`src/la_macros.svh`:
```
`ifndef LA_MACROS_SVH
`define LA_MACROS_SVH

`define LA_RESET_PC         32'h1c00_0000
`define LA_IBUF_DEPTH       4               // power of two

// 3R, shift-immediate and system opcodes, inst[31:15]
`define LA_ADDW_OPCODE      17'h00020
`define LA_SUBW_OPCODE      17'h00022
`define LA_SLT_OPCODE       17'h00024
`define LA_SLTU_OPCODE      17'h00025
`define LA_NOR_OPCODE       17'h00028
`define LA_AND_OPCODE       17'h00029
`define LA_OR_OPCODE        17'h0002a
`define LA_XOR_OPCODE       17'h0002b
`define LA_SLLW_OPCODE      17'h0002e
`define LA_SRLW_OPCODE      17'h0002f
`define LA_SRAW_OPCODE      17'h00030
`define LA_BREAK_OPCODE     17'h00054
`define LA_SYSCALL_OPCODE   17'h00056
`define LA_SLLIW_OPCODE     17'h00081
`define LA_SRLIW_OPCODE     17'h00089
`define LA_SRAIW_OPCODE     17'h00091
`define LA_IDLE_OPCODE      17'h00c91
`define LA_DBAR_OPCODE      17'h070e4
`define LA_IBAR_OPCODE      17'h070e5

`define LA_ADDIW_OPCODE     10'h00a         // inst[31:22]

`define LA_ECODE_NONE       6'h00
`define LA_ECODE_SYS        6'h0b
`define LA_ECODE_BRK        6'h0c
`define LA_ECODE_INE        6'h0d

`endif

```
`src/la_pkg.sv`:
```
package la_pkg;

    typedef enum logic [3:0] {
        alu_nop,
        alu_add,
        alu_sub,
        alu_and,
        alu_or,
        alu_xor,
        alu_nor,
        alu_slt,
        alu_sltu,
        alu_sll,
        alu_srl,
        alu_sra,
        alu_break,
        alu_syscall,
        alu_idle
    } alu_op_e;

    typedef enum logic {
        alusel_nop,     // no register write
        alusel_arith
    } alu_sel_e;

    typedef enum logic [1:0] {
        fetch_idle,
        fetch_request,
        fetch_wait_full
    } fetch_state_e;

endpackage

```
`src/inst_stream_if.sv`:
```
interface inst_stream_if;
    logic        valid;
    logic        ready;
    logic [31:0] pc;
    logic [31:0] inst;

    modport source (
        output valid,
        output pc,
        output inst,
        input  ready
    );

    modport sink (
        input  valid,
        input  pc,
        input  inst,
        output ready
    );
endinterface

```
`src/id_2ri12.sv`:
```
`include "la_macros.svh"

module id_2ri12 import la_pkg::*; (
    input  logic [31:0] inst,
    output logic        inst_valid,
    output logic        reg_write_en,
    output alu_op_e     aluop,
    output logic [4:0]  reg1_read_addr,
    output logic [4:0]  reg_write_addr,
    output logic [31:0] imm
);
    assign reg1_read_addr = inst[9:5];
    assign reg_write_addr = inst[4:0];
    assign imm            = {{20{inst[21]}}, inst[21:10]};   // si12

    always_comb begin
        if (inst[31:22] == `LA_ADDIW_OPCODE) begin
            inst_valid   = 1'b1;
            reg_write_en = 1'b1;
            aluop        = alu_add;
        end else begin
            inst_valid   = 1'b0;
            reg_write_en = 1'b0;
            aluop        = alu_nop;
        end
    end
endmodule

```
`src/id_3r.sv`:
```
`include "la_macros.svh"

module id_3r import la_pkg::*; (
    input  logic [31:0] pc,
    input  logic [31:0] inst,
    output logic        inst_valid,
    output logic        reg_write_en,
    output logic        reg1_read_en,
    output logic        reg2_read_en,
    output alu_op_e     aluop,
    output alu_sel_e    alusel,
    output logic [4:0]  reg1_read_addr,
    output logic [4:0]  reg2_read_addr,
    output logic [4:0]  reg_write_addr,
    output logic [31:0] imm
);
    logic [16:0] opcode;
    logic        aligned;

    assign opcode         = inst[31:15];
    assign aligned        = (pc[1:0] == 2'b00);
    assign reg1_read_addr = inst[9:5];     // rj
    assign reg2_read_addr = inst[14:10];   // rk

    always_comb begin
        case (opcode)
            `LA_ADDW_OPCODE:    aluop = alu_add;
            `LA_SUBW_OPCODE:    aluop = alu_sub;
            `LA_AND_OPCODE:     aluop = alu_and;
            `LA_OR_OPCODE:      aluop = alu_or;
            `LA_XOR_OPCODE:     aluop = alu_xor;
            `LA_NOR_OPCODE:     aluop = alu_nor;
            `LA_SLT_OPCODE:     aluop = alu_slt;
            `LA_SLTU_OPCODE:    aluop = alu_sltu;
            `LA_SLLW_OPCODE,
            `LA_SLLIW_OPCODE:   aluop = alu_sll;
            `LA_SRLW_OPCODE,
            `LA_SRLIW_OPCODE:   aluop = alu_srl;
            `LA_SRAW_OPCODE,
            `LA_SRAIW_OPCODE:   aluop = alu_sra;
            `LA_BREAK_OPCODE:   aluop = alu_break;
            `LA_SYSCALL_OPCODE: aluop = alu_syscall;
            `LA_IDLE_OPCODE:    aluop = alu_idle;
            default:            aluop = alu_nop;   // dbar, ibar, unknown
        endcase
    end

    always_comb begin
        inst_valid     = 1'b0;
        reg_write_en   = 1'b0;
        reg1_read_en   = 1'b0;
        reg2_read_en   = 1'b0;
        alusel         = alusel_nop;
        reg_write_addr = 5'b0;
        imm            = 32'b0;
        case (opcode)
            `LA_ADDW_OPCODE, `LA_SUBW_OPCODE, `LA_AND_OPCODE, `LA_OR_OPCODE,
            `LA_XOR_OPCODE, `LA_NOR_OPCODE, `LA_SLT_OPCODE, `LA_SLTU_OPCODE,
            `LA_SLLW_OPCODE, `LA_SRLW_OPCODE, `LA_SRAW_OPCODE: begin
                inst_valid     = 1'b1;
                reg_write_en   = 1'b1;
                reg1_read_en   = 1'b1;
                reg2_read_en   = 1'b1;
                alusel         = alusel_arith;
                reg_write_addr = inst[4:0];
            end
            `LA_SLLIW_OPCODE, `LA_SRLIW_OPCODE, `LA_SRAIW_OPCODE: begin
                inst_valid     = 1'b1;
                reg_write_en   = 1'b1;
                reg1_read_en   = 1'b1;
                alusel         = alusel_arith;
                reg_write_addr = inst[4:0];
                imm            = {27'b0, inst[14:10]};   // ui5
            end
            `LA_BREAK_OPCODE, `LA_SYSCALL_OPCODE, `LA_IDLE_OPCODE,
            `LA_DBAR_OPCODE, `LA_IBAR_OPCODE: begin
                inst_valid = 1'b1;
            end
            default: begin
                inst_valid = 1'b0;
            end
        endcase
        if (!aligned) begin
            inst_valid   = 1'b0;   // word not on a word boundary
            reg_write_en = 1'b0;
        end
    end
endmodule

```
`src/inst_buffer.sv`:
```
`include "la_macros.svh"

module inst_buffer (
    input  logic          clk,
    input  logic          arst_n,
    inst_stream_if.sink   in_s,
    inst_stream_if.source out_s
);
    localparam int ptr_w = $clog2(`LA_IBUF_DEPTH);

    logic [31:0]      pc_mem   [`LA_IBUF_DEPTH];
    logic [31:0]      inst_mem [`LA_IBUF_DEPTH];
    logic [ptr_w-1:0] wr_ptr;
    logic [ptr_w-1:0] rd_ptr;
    logic [ptr_w:0]   count;
    logic             push;
    logic             pop;

    assign push = in_s.valid && in_s.ready;
    assign pop  = out_s.valid && out_s.ready;

    // a pop frees the slot that a push fills when full
    assign in_s.ready  = (count != (ptr_w + 1)'(`LA_IBUF_DEPTH)) || out_s.ready;
    assign out_s.valid = (count != '0);
    assign out_s.pc    = pc_mem[rd_ptr];
    assign out_s.inst  = inst_mem[rd_ptr];

    always_ff @(posedge clk or negedge arst_n) begin
        if (!arst_n) begin
            wr_ptr <= '0;
            rd_ptr <= '0;
            count  <= '0;
        end else begin
            if (push) begin
                wr_ptr <= wr_ptr + 1'b1;   // wraps at depth
            end
            if (pop) begin
                rd_ptr <= rd_ptr + 1'b1;
            end
            case ({push, pop})
                2'b10:   count <= count + 1'b1;
                2'b01:   count <= count - 1'b1;
                default: count <= count;
            endcase
        end
    end

    always_ff @(posedge clk) begin
        if (push) begin
            pc_mem[wr_ptr]   <= in_s.pc;
            inst_mem[wr_ptr] <= in_s.inst;
        end
    end
endmodule

```
`src/la_core_top.sv`:
```
module la_core_top (
    input  logic        clk,
    input  logic        arst_n,
    output logic        wb_cyc,
    output logic        wb_stb,
    output logic [31:0] wb_adr,
    input  logic [31:0] wb_dat_i,
    input  logic        wb_ack,
    output logic        retire_valid,
    output logic [31:0] retire_pc,
    output logic [31:0] retire_inst,
    output logic        retire_wen,
    output logic [4:0]  retire_waddr,
    output logic [31:0] retire_wdata,
    output logic [5:0]  retire_ecode
);
    inst_stream_if fetch_s ();   // fetch to buffer
    inst_stream_if exec_s ();    // buffer to execute

    la_fetch i_fetch (
        .clk      (clk),
        .arst_n   (arst_n),
        .wb_ack   (wb_ack),
        .wb_dat_i (wb_dat_i),
        .wb_cyc   (wb_cyc),
        .wb_stb   (wb_stb),
        .wb_adr   (wb_adr),
        .out_s    (fetch_s)
    );

    inst_buffer i_inst_buffer (
        .clk    (clk),
        .arst_n (arst_n),
        .in_s   (fetch_s),
        .out_s  (exec_s)
    );

    la_exec i_exec (
        .clk          (clk),
        .arst_n       (arst_n),
        .in_s         (exec_s),
        .retire_valid (retire_valid),
        .retire_wen   (retire_wen),
        .retire_pc    (retire_pc),
        .retire_inst  (retire_inst),
        .retire_wdata (retire_wdata),
        .retire_waddr (retire_waddr),
        .retire_ecode (retire_ecode)
    );
endmodule

```
`src/la_exec.sv`:
```
`include "la_macros.svh"

module la_exec import la_pkg::*; (
    input  logic        clk,
    input  logic        arst_n,
    inst_stream_if.sink in_s,
    output logic        retire_valid,
    output logic        retire_wen,
    output logic [31:0] retire_pc,
    output logic [31:0] retire_inst,
    output logic [31:0] retire_wdata,
    output logic [4:0]  retire_waddr,
    output logic [5:0]  retire_ecode
);
    logic        halted;
    logic        fire;
    logic        d3_valid;
    logic        d3_wen;
    logic        d3_r1en;
    logic        d3_r2en;
    alu_op_e     d3_op;
    alu_sel_e    d3_sel;
    logic [4:0]  d3_ra1;
    logic [4:0]  d3_ra2;
    logic [4:0]  d3_wa;
    logic [31:0] d3_imm;
    logic        d2_valid;
    logic        d2_wen;
    alu_op_e     d2_op;
    logic [4:0]  d2_wa;
    logic [31:0] d2_imm;
    alu_op_e     op;
    logic        r1_en;
    logic [4:0]  ra1;
    logic [4:0]  waddr;
    logic        wen;
    logic [31:0] op1;
    logic [31:0] op2;
    logic [31:0] result;
    logic [5:0]  ecode;
    logic [31:0] rf [32];

    id_3r i_id_3r (
        .pc             (in_s.pc),
        .inst           (in_s.inst),
        .inst_valid     (d3_valid),
        .reg_write_en   (d3_wen),
        .reg1_read_en   (d3_r1en),
        .reg2_read_en   (d3_r2en),
        .aluop          (d3_op),
        .alusel         (d3_sel),
        .reg1_read_addr (d3_ra1),
        .reg2_read_addr (d3_ra2),
        .reg_write_addr (d3_wa),
        .imm            (d3_imm)
    );

    id_2ri12 i_id_2ri12 (
        .inst           (in_s.inst),
        .inst_valid     (d2_valid),
        .reg_write_en   (d2_wen),
        .aluop          (d2_op),
        .reg1_read_addr (),
        .reg_write_addr (d2_wa),
        .imm            (d2_imm)
    );

    assign in_s.ready = !halted;
    assign fire       = in_s.valid && in_s.ready;

    // 3R decode wins, addi.w otherwise
    assign op    = d3_valid ? d3_op : d2_op;
    assign r1_en = d3_valid ? d3_r1en : d2_valid;
    assign ra1   = d3_ra1;   // rj field common to both formats
    assign waddr = d3_valid ? d3_wa : d2_wa;
    assign wen   = (d3_valid ? (d3_wen && d3_sel == alusel_arith) : d2_wen) && (waddr != 5'd0);

    assign ecode = !(d3_valid || d2_valid) ? `LA_ECODE_INE :
                   (op == alu_break)       ? `LA_ECODE_BRK :
                   (op == alu_syscall)     ? `LA_ECODE_SYS : `LA_ECODE_NONE;

    always_comb begin
        op1 = 32'b0;
        op2 = d3_valid ? d3_imm : d2_imm;
        if (r1_en && ra1 != 5'd0) begin
            op1 = rf[ra1];
        end
        if (d3_r2en) begin
            op2 = (d3_ra2 == 5'd0) ? 32'b0 : rf[d3_ra2];   // r0 reads as zero
        end
    end

    always_comb begin
        case (op)
            alu_add:  result = op1 + op2;
            alu_sub:  result = op1 - op2;
            alu_and:  result = op1 & op2;
            alu_or:   result = op1 | op2;
            alu_xor:  result = op1 ^ op2;
            alu_nor:  result = ~(op1 | op2);
            alu_slt:  result = {31'b0, $signed(op1) < $signed(op2)};
            alu_sltu: result = {31'b0, op1 < op2};
            alu_sll:  result = op1 << op2[4:0];
            alu_srl:  result = op1 >> op2[4:0];
            alu_sra:  result = $unsigned($signed(op1) >>> op2[4:0]);
            default:  result = 32'b0;
        endcase
    end

    always_ff @(posedge clk or negedge arst_n) begin
        if (!arst_n) begin
            halted       <= 1'b0;
            retire_valid <= 1'b0;
            retire_wen   <= 1'b0;
        end else begin
            retire_valid <= fire;
            retire_wen   <= fire && wen;
            if (fire && op == alu_idle) begin
                halted <= 1'b1;   // sticky until reset
            end
        end
    end

    always_ff @(posedge clk) begin
        if (fire) begin
            retire_pc    <= in_s.pc;
            retire_inst  <= in_s.inst;
            retire_waddr <= waddr;
            retire_wdata <= result;
            retire_ecode <= ecode;
            if (wen) begin
                rf[waddr] <= result;
            end
        end
    end
endmodule

```
`src/la_fetch.sv`:
```
`include "la_macros.svh"

module la_fetch import la_pkg::*; (
    input  logic          clk,
    input  logic          arst_n,
    input  logic          wb_ack,
    input  logic [31:0]   wb_dat_i,
    output logic          wb_cyc,
    output logic          wb_stb,
    output logic [31:0]   wb_adr,
    inst_stream_if.source out_s
);
    fetch_state_e state;
    logic [31:0]  pc;
    logic [31:0]  slot_pc;
    logic [31:0]  slot_inst;

    assign wb_stb = (state == fetch_request);
    assign wb_cyc = wb_stb;          // one beat per cycle
    assign wb_adr = pc;

    assign out_s.valid = (state == fetch_wait_full);   // slot holds a word
    assign out_s.pc    = slot_pc;
    assign out_s.inst  = slot_inst;

    always_ff @(posedge clk or negedge arst_n) begin
        if (!arst_n) begin
            state <= fetch_idle;
            pc    <= `LA_RESET_PC;
        end else begin
            case (state)
                fetch_idle: begin
                    state <= fetch_request;
                end
                fetch_request: begin
                    if (wb_ack) begin
                        state <= fetch_wait_full;
                        pc    <= pc + 32'd4;
                    end
                end
                fetch_wait_full: begin
                    if (out_s.ready) begin
                        state <= fetch_request;   // slot drains on this edge
                    end
                end
                default: begin
                    state <= fetch_idle;
                end
            endcase
        end
    end

    always_ff @(posedge clk) begin
        if (wb_stb && wb_ack) begin
            slot_pc   <= pc;
            slot_inst <= wb_dat_i;
        end
    end
endmodule

```
`config.mk`:
```
export PLATFORM = sky130hd
export DESIGN_NAME = la_core_top
export DESIGN_NICKNAME = d
export VERILOG_FILES = /design/src/la_pkg.sv /design/src/inst_stream_if.sv /design/src/id_2ri12.sv /design/src/id_3r.sv /design/src/inst_buffer.sv /design/src/la_core_top.sv /design/src/la_exec.sv /design/src/la_fetch.sv
export VERILOG_INCLUDE_DIRS = /design/src
export SDC_FILE = /design/constraint.sdc
export NUM_CORES = 2
export LEC_CHECK = 0
export BUFFER_PORTS_ARGS = -buffer_cell sky130_fd_sc_hd__buf_2
export CORE_MARGIN = 3
export CORE_UTILIZATION = 25
export CTS_CLUSTER_SIZE = 12
export DETAILED_ROUTE_END_ITERATION = 6
export PLACE_DENSITY_LB_ADDON = 0.08
export SETUP_SLACK_MARGIN = 0.5
export SYNTH_ARGS = -nofsm -noshare
export SYNTH_HDL_FRONTEND = slang
export SYNTH_SLANG_ARGS = --single-unit
```
`constraint.sdc`:
```
create_clock -name clk -period 13.05 [get_ports clk]
set_input_delay 1.305 -clock clk [delete_from_list [all_inputs] [get_ports clk]]
set_output_delay 1.305 -clock clk [all_outputs]
set_load 0.005 [all_outputs]
```
==> results.md <==
* TritonCTS buffer count at 189
* Critical path class: register to register
* RR Endpoint: i_exec.rf[31][0]
* Top cell type's share of synthesized area at 0.583
* Synth Flop Type: edfxtp_1
* Most frequent cells in the layout: edfxtp_1, nand2_1, mux4_2
* Area Growth Syn to Fin at 16.2%
* Switching fraction of total power at 0.414
* Crit path capture: i_exec.rf[31][0]
* Post-route ant nets at 0
* Synth area leaders: edfxtp_1, mux4_2, mux2i_1, nand2_1, ha_1
* CP max stage cell: nor2_1
* Global-route wire length before repair at 428000 µm
* Chip Height at 550 µm
* Outcome: finished, final reports clean
* RR Startpoint: i_inst_buffer.rd_ptr[0]
* Pins Over Slew Limit at 0
* TritonRoute pass-1 iters at 6
* Peak Freq at 0.0920 GHz
* Die X at ~550 µm
* Post-synthesis async set-or-reset flop share at 0.0284
* CTS H-tree lvls at 4
* Cts hold-fix bufs at 0
* Seq/Total Area, Yosys at 0.597
* Initial antenna violation count at 33
* Synth area leader: edfxtp_1
* Drc violations at 0
* Static Leakage at 0.0300 µW
* Slew @ Worst Pin at 1.28 ns
* CP startpoint: i_inst_buffer.rd_ptr[0]
* Most common cell after layout, fill and taps aside: edfxtp_1
* HPWL after detailed placement at 194000 µm
* Netlist cell types at 107
* Routed WL at 311000 µm
* Largest net degree at the start of global routing at between 100 and 150
* Post-synth EDFFs at 1437
* Final Critical Period at 10.87 ns
* Worst min path class: register to register
* Clk_lat worst skew at 0.89 ns
* Internal power at between 10000 and 15000 µW
* DP Worst Slack at 2.34 ns
* RSZ-0062 raised after global routing: no
* # rows at 199
* Flops & latches, synth at 1479
* Startpoint types: register
* Final setup viols at 0
* Yosys warning total at 0
* Most used cell, CP: o21ai_0
* Routability cong. at 0.867
* Final Cycle Share at 0.833
* Iteration-0 DRC count of the detailed router at 5090
* Layout cells sized above 1 at 0.211
* Relative slew slack at 0.145
* Nets at 5631
* Required time worst endpoint at 13.49 ns
* # port buffers at 171
* Die area at 0.303 mm²
* Core Footprint at 0.294 mm²
* FF-to-FF setup slack at 2.18 ns
* Fin. Hold Viols at 0
* Syn_area_per_cell at 14.0 µm²
* Clock Sinks at around 1500
* Max Clock Skew at ~0.1 ns
* # IOs at 178
* Cell area after synthesis at between 0.07 and 0.08 mm²
* Post-cts sizing count at 0
* Drt wl/cell at 32.6 µm
* PnR Total Power at 19500 µW
* Peak supply drop at 0.000149 V
* Sw Pwr at 8100 µW
* Via count at between 40000 and 50000
* Total track usage at 0.201
* Clock buffer depth at 4
* Initial Util at 0.252
* Max cap viols at 0
* Seq pwr share at 0.313
* R2R cell count at 25
* Logic gate share of total power at 0.428
* Setup TNS at 0 ns
* Syn Inst Count at 5280
* Clock power share at 0.259
* CP arrival at 11.31 ns
* Crit path largest cell delay at 1.01 ns
* Number of global-route vias before repair at between 40000 and 50000
* Pwr dens at about 230 mW/mm²
* CTS tree: built
* Setup ws final at 2.18 ns
* Via/cell ratio at 5.18
* Overflow left after global routing at 0
* CP endpoint kind: register
* HP Start: i_fetch.out_s.inst[15]
* Clock root cell: clkbuf_16
* Worst-path clk slew at 0.06 ns
* Worst-path maximum fanout at 40
* # Post-CTS Setup Buffers at 0
metrics by stage:
step / util / cells / hold WS [ns] / cell area (µm²)
after floorplan: - / 5317 / 0.459 / 74200
after global placement: 0.272 / 9212 / 0.477 / 80100
after detailed placement: 0.272 / 9212 / 0.482 / 80100
after CTS: 0.292 / 9546 / 0.479 / 86000
after global routing: 0.292 / 9547 / 0.505 / 86000
final: 0.292 / 9551 / 0.491 / 86000
registers in the layout (all words and copies together) (netlist names), 3 cells and up:
register and flops:
i_exec.rf 1024, i_inst_buffer.inst_mem 128, i_inst_buffer.pc_mem 120, i_exec.retire_inst 32, i_exec.retire_wdata 32, i_fetch.out_s.inst 32, i_exec.retire_pc 30, i_fetch.out_s.pc 30
i_fetch.wb_adr 30, i_exec.retire_waddr 5, i_exec.retire_ecode 4, i_inst_buffer.count 3
logic make-up after synthesis:
group,Yosys count,synth area share
AO/OA/AOI/OAI,933,0.0874
XOR/XNOR,74,0.00875
adder cells (fa/ha/maj),112,0.0192
buffers and inverters,486,0.0305
flip-flops,1479,0.597
multiplexers,763,0.168
other,1,0.0000507
AND/OR/NAND/NOR,1432,0.0888
power by group through the flow:
stage / logic, µW / clock network (µW) / registers [µW]
after floorplan: 4870 / 0 / 6140
after global placement: 8520 / 0 / 6220
after detailed placement: 8480 / 0 / 6220
after CTS: 8500 / 5230 / 6130
after global routing: 8850 / 5430 / 6150
final: 8370 / 5070 / 6110
synth_stat cells (all sizes together), types with 6 or more instances:
cell type     n
a2111oi       6
a211oi       99
a21boi        9
a21o         29
a21oi       178
a221o        11
a221oi       33
a222oi       15
a22oi        73
a311oi       24
a31oi       118
a32oi        36
and2         19
and3         51
buf         196
clkbuf      169
dfrtp        39
edfxtp     1437
ha          109
inv         120
mux2         73
mux2i       318
mux4        372
nand2       722
nand2b       16
nand3       162
nand4        42
nor2        231
nor2b        96
nor3         42
nor4         10
o2111ai      12
o211ai       21
o21a         10
o21ai       124
o21bai       20
o221ai       21
o22ai        30
o311ai        8
o31ai         9
or2           8
or3           9
xnor2        32
xor2         42
worst max-delay path, delay by kind of cell, from the launching register on:
family	cells	cell delay (ns)
AO/OA/AOI/OAI	12	4.02
adder cells (fa/ha/maj)	1	0.33
multiplexers	1	0.69
AND/OR/NAND/NOR	8	3.50
buffers and inverters	3	0.94
flip-flops	1	0.85
how the worst min path moves through the flow:
stage / end / depth (start not counted)
after floorplan: i_inst_buffer.inst_mem[0][0] / 0
after global placement: i_inst_buffer.pc_mem[2][18] / 0
after detailed placement: i_inst_buffer.pc_mem[0][29] / 0
after CTS: i_fetch.wb_adr[25] / 2
after global routing: i_inst_buffer.inst_mem[2][15] / 0
final: i_inst_buffer.inst_mem[2][15] / 0
layout make-up:
class / count / area, µm²
antenna: 5 / 12.5
clock buffer: 250 / 5130
clock inverter: 84 / 751
fill: 29800 / 208000
inverter: 121 / 505
multi-input combinational: 3352 / 28200
sequential: 1479 / 44200
tap: 3919 / 4900
timing repair buffer: 341 / 2240
layer usage:
layer | vias to the layer above | track usage | wire (µm)
met1 | 26400 | 0.280 | 140000
met2 | 1526 | 0.330 | 147000
met3 | 389 | 0.0258 | 14800
met5 | - | 0 | 101
li1 | 21200 | - | -
met4 | 16 | 0.0529 | 8920
(Power assumes the default switching activity.)
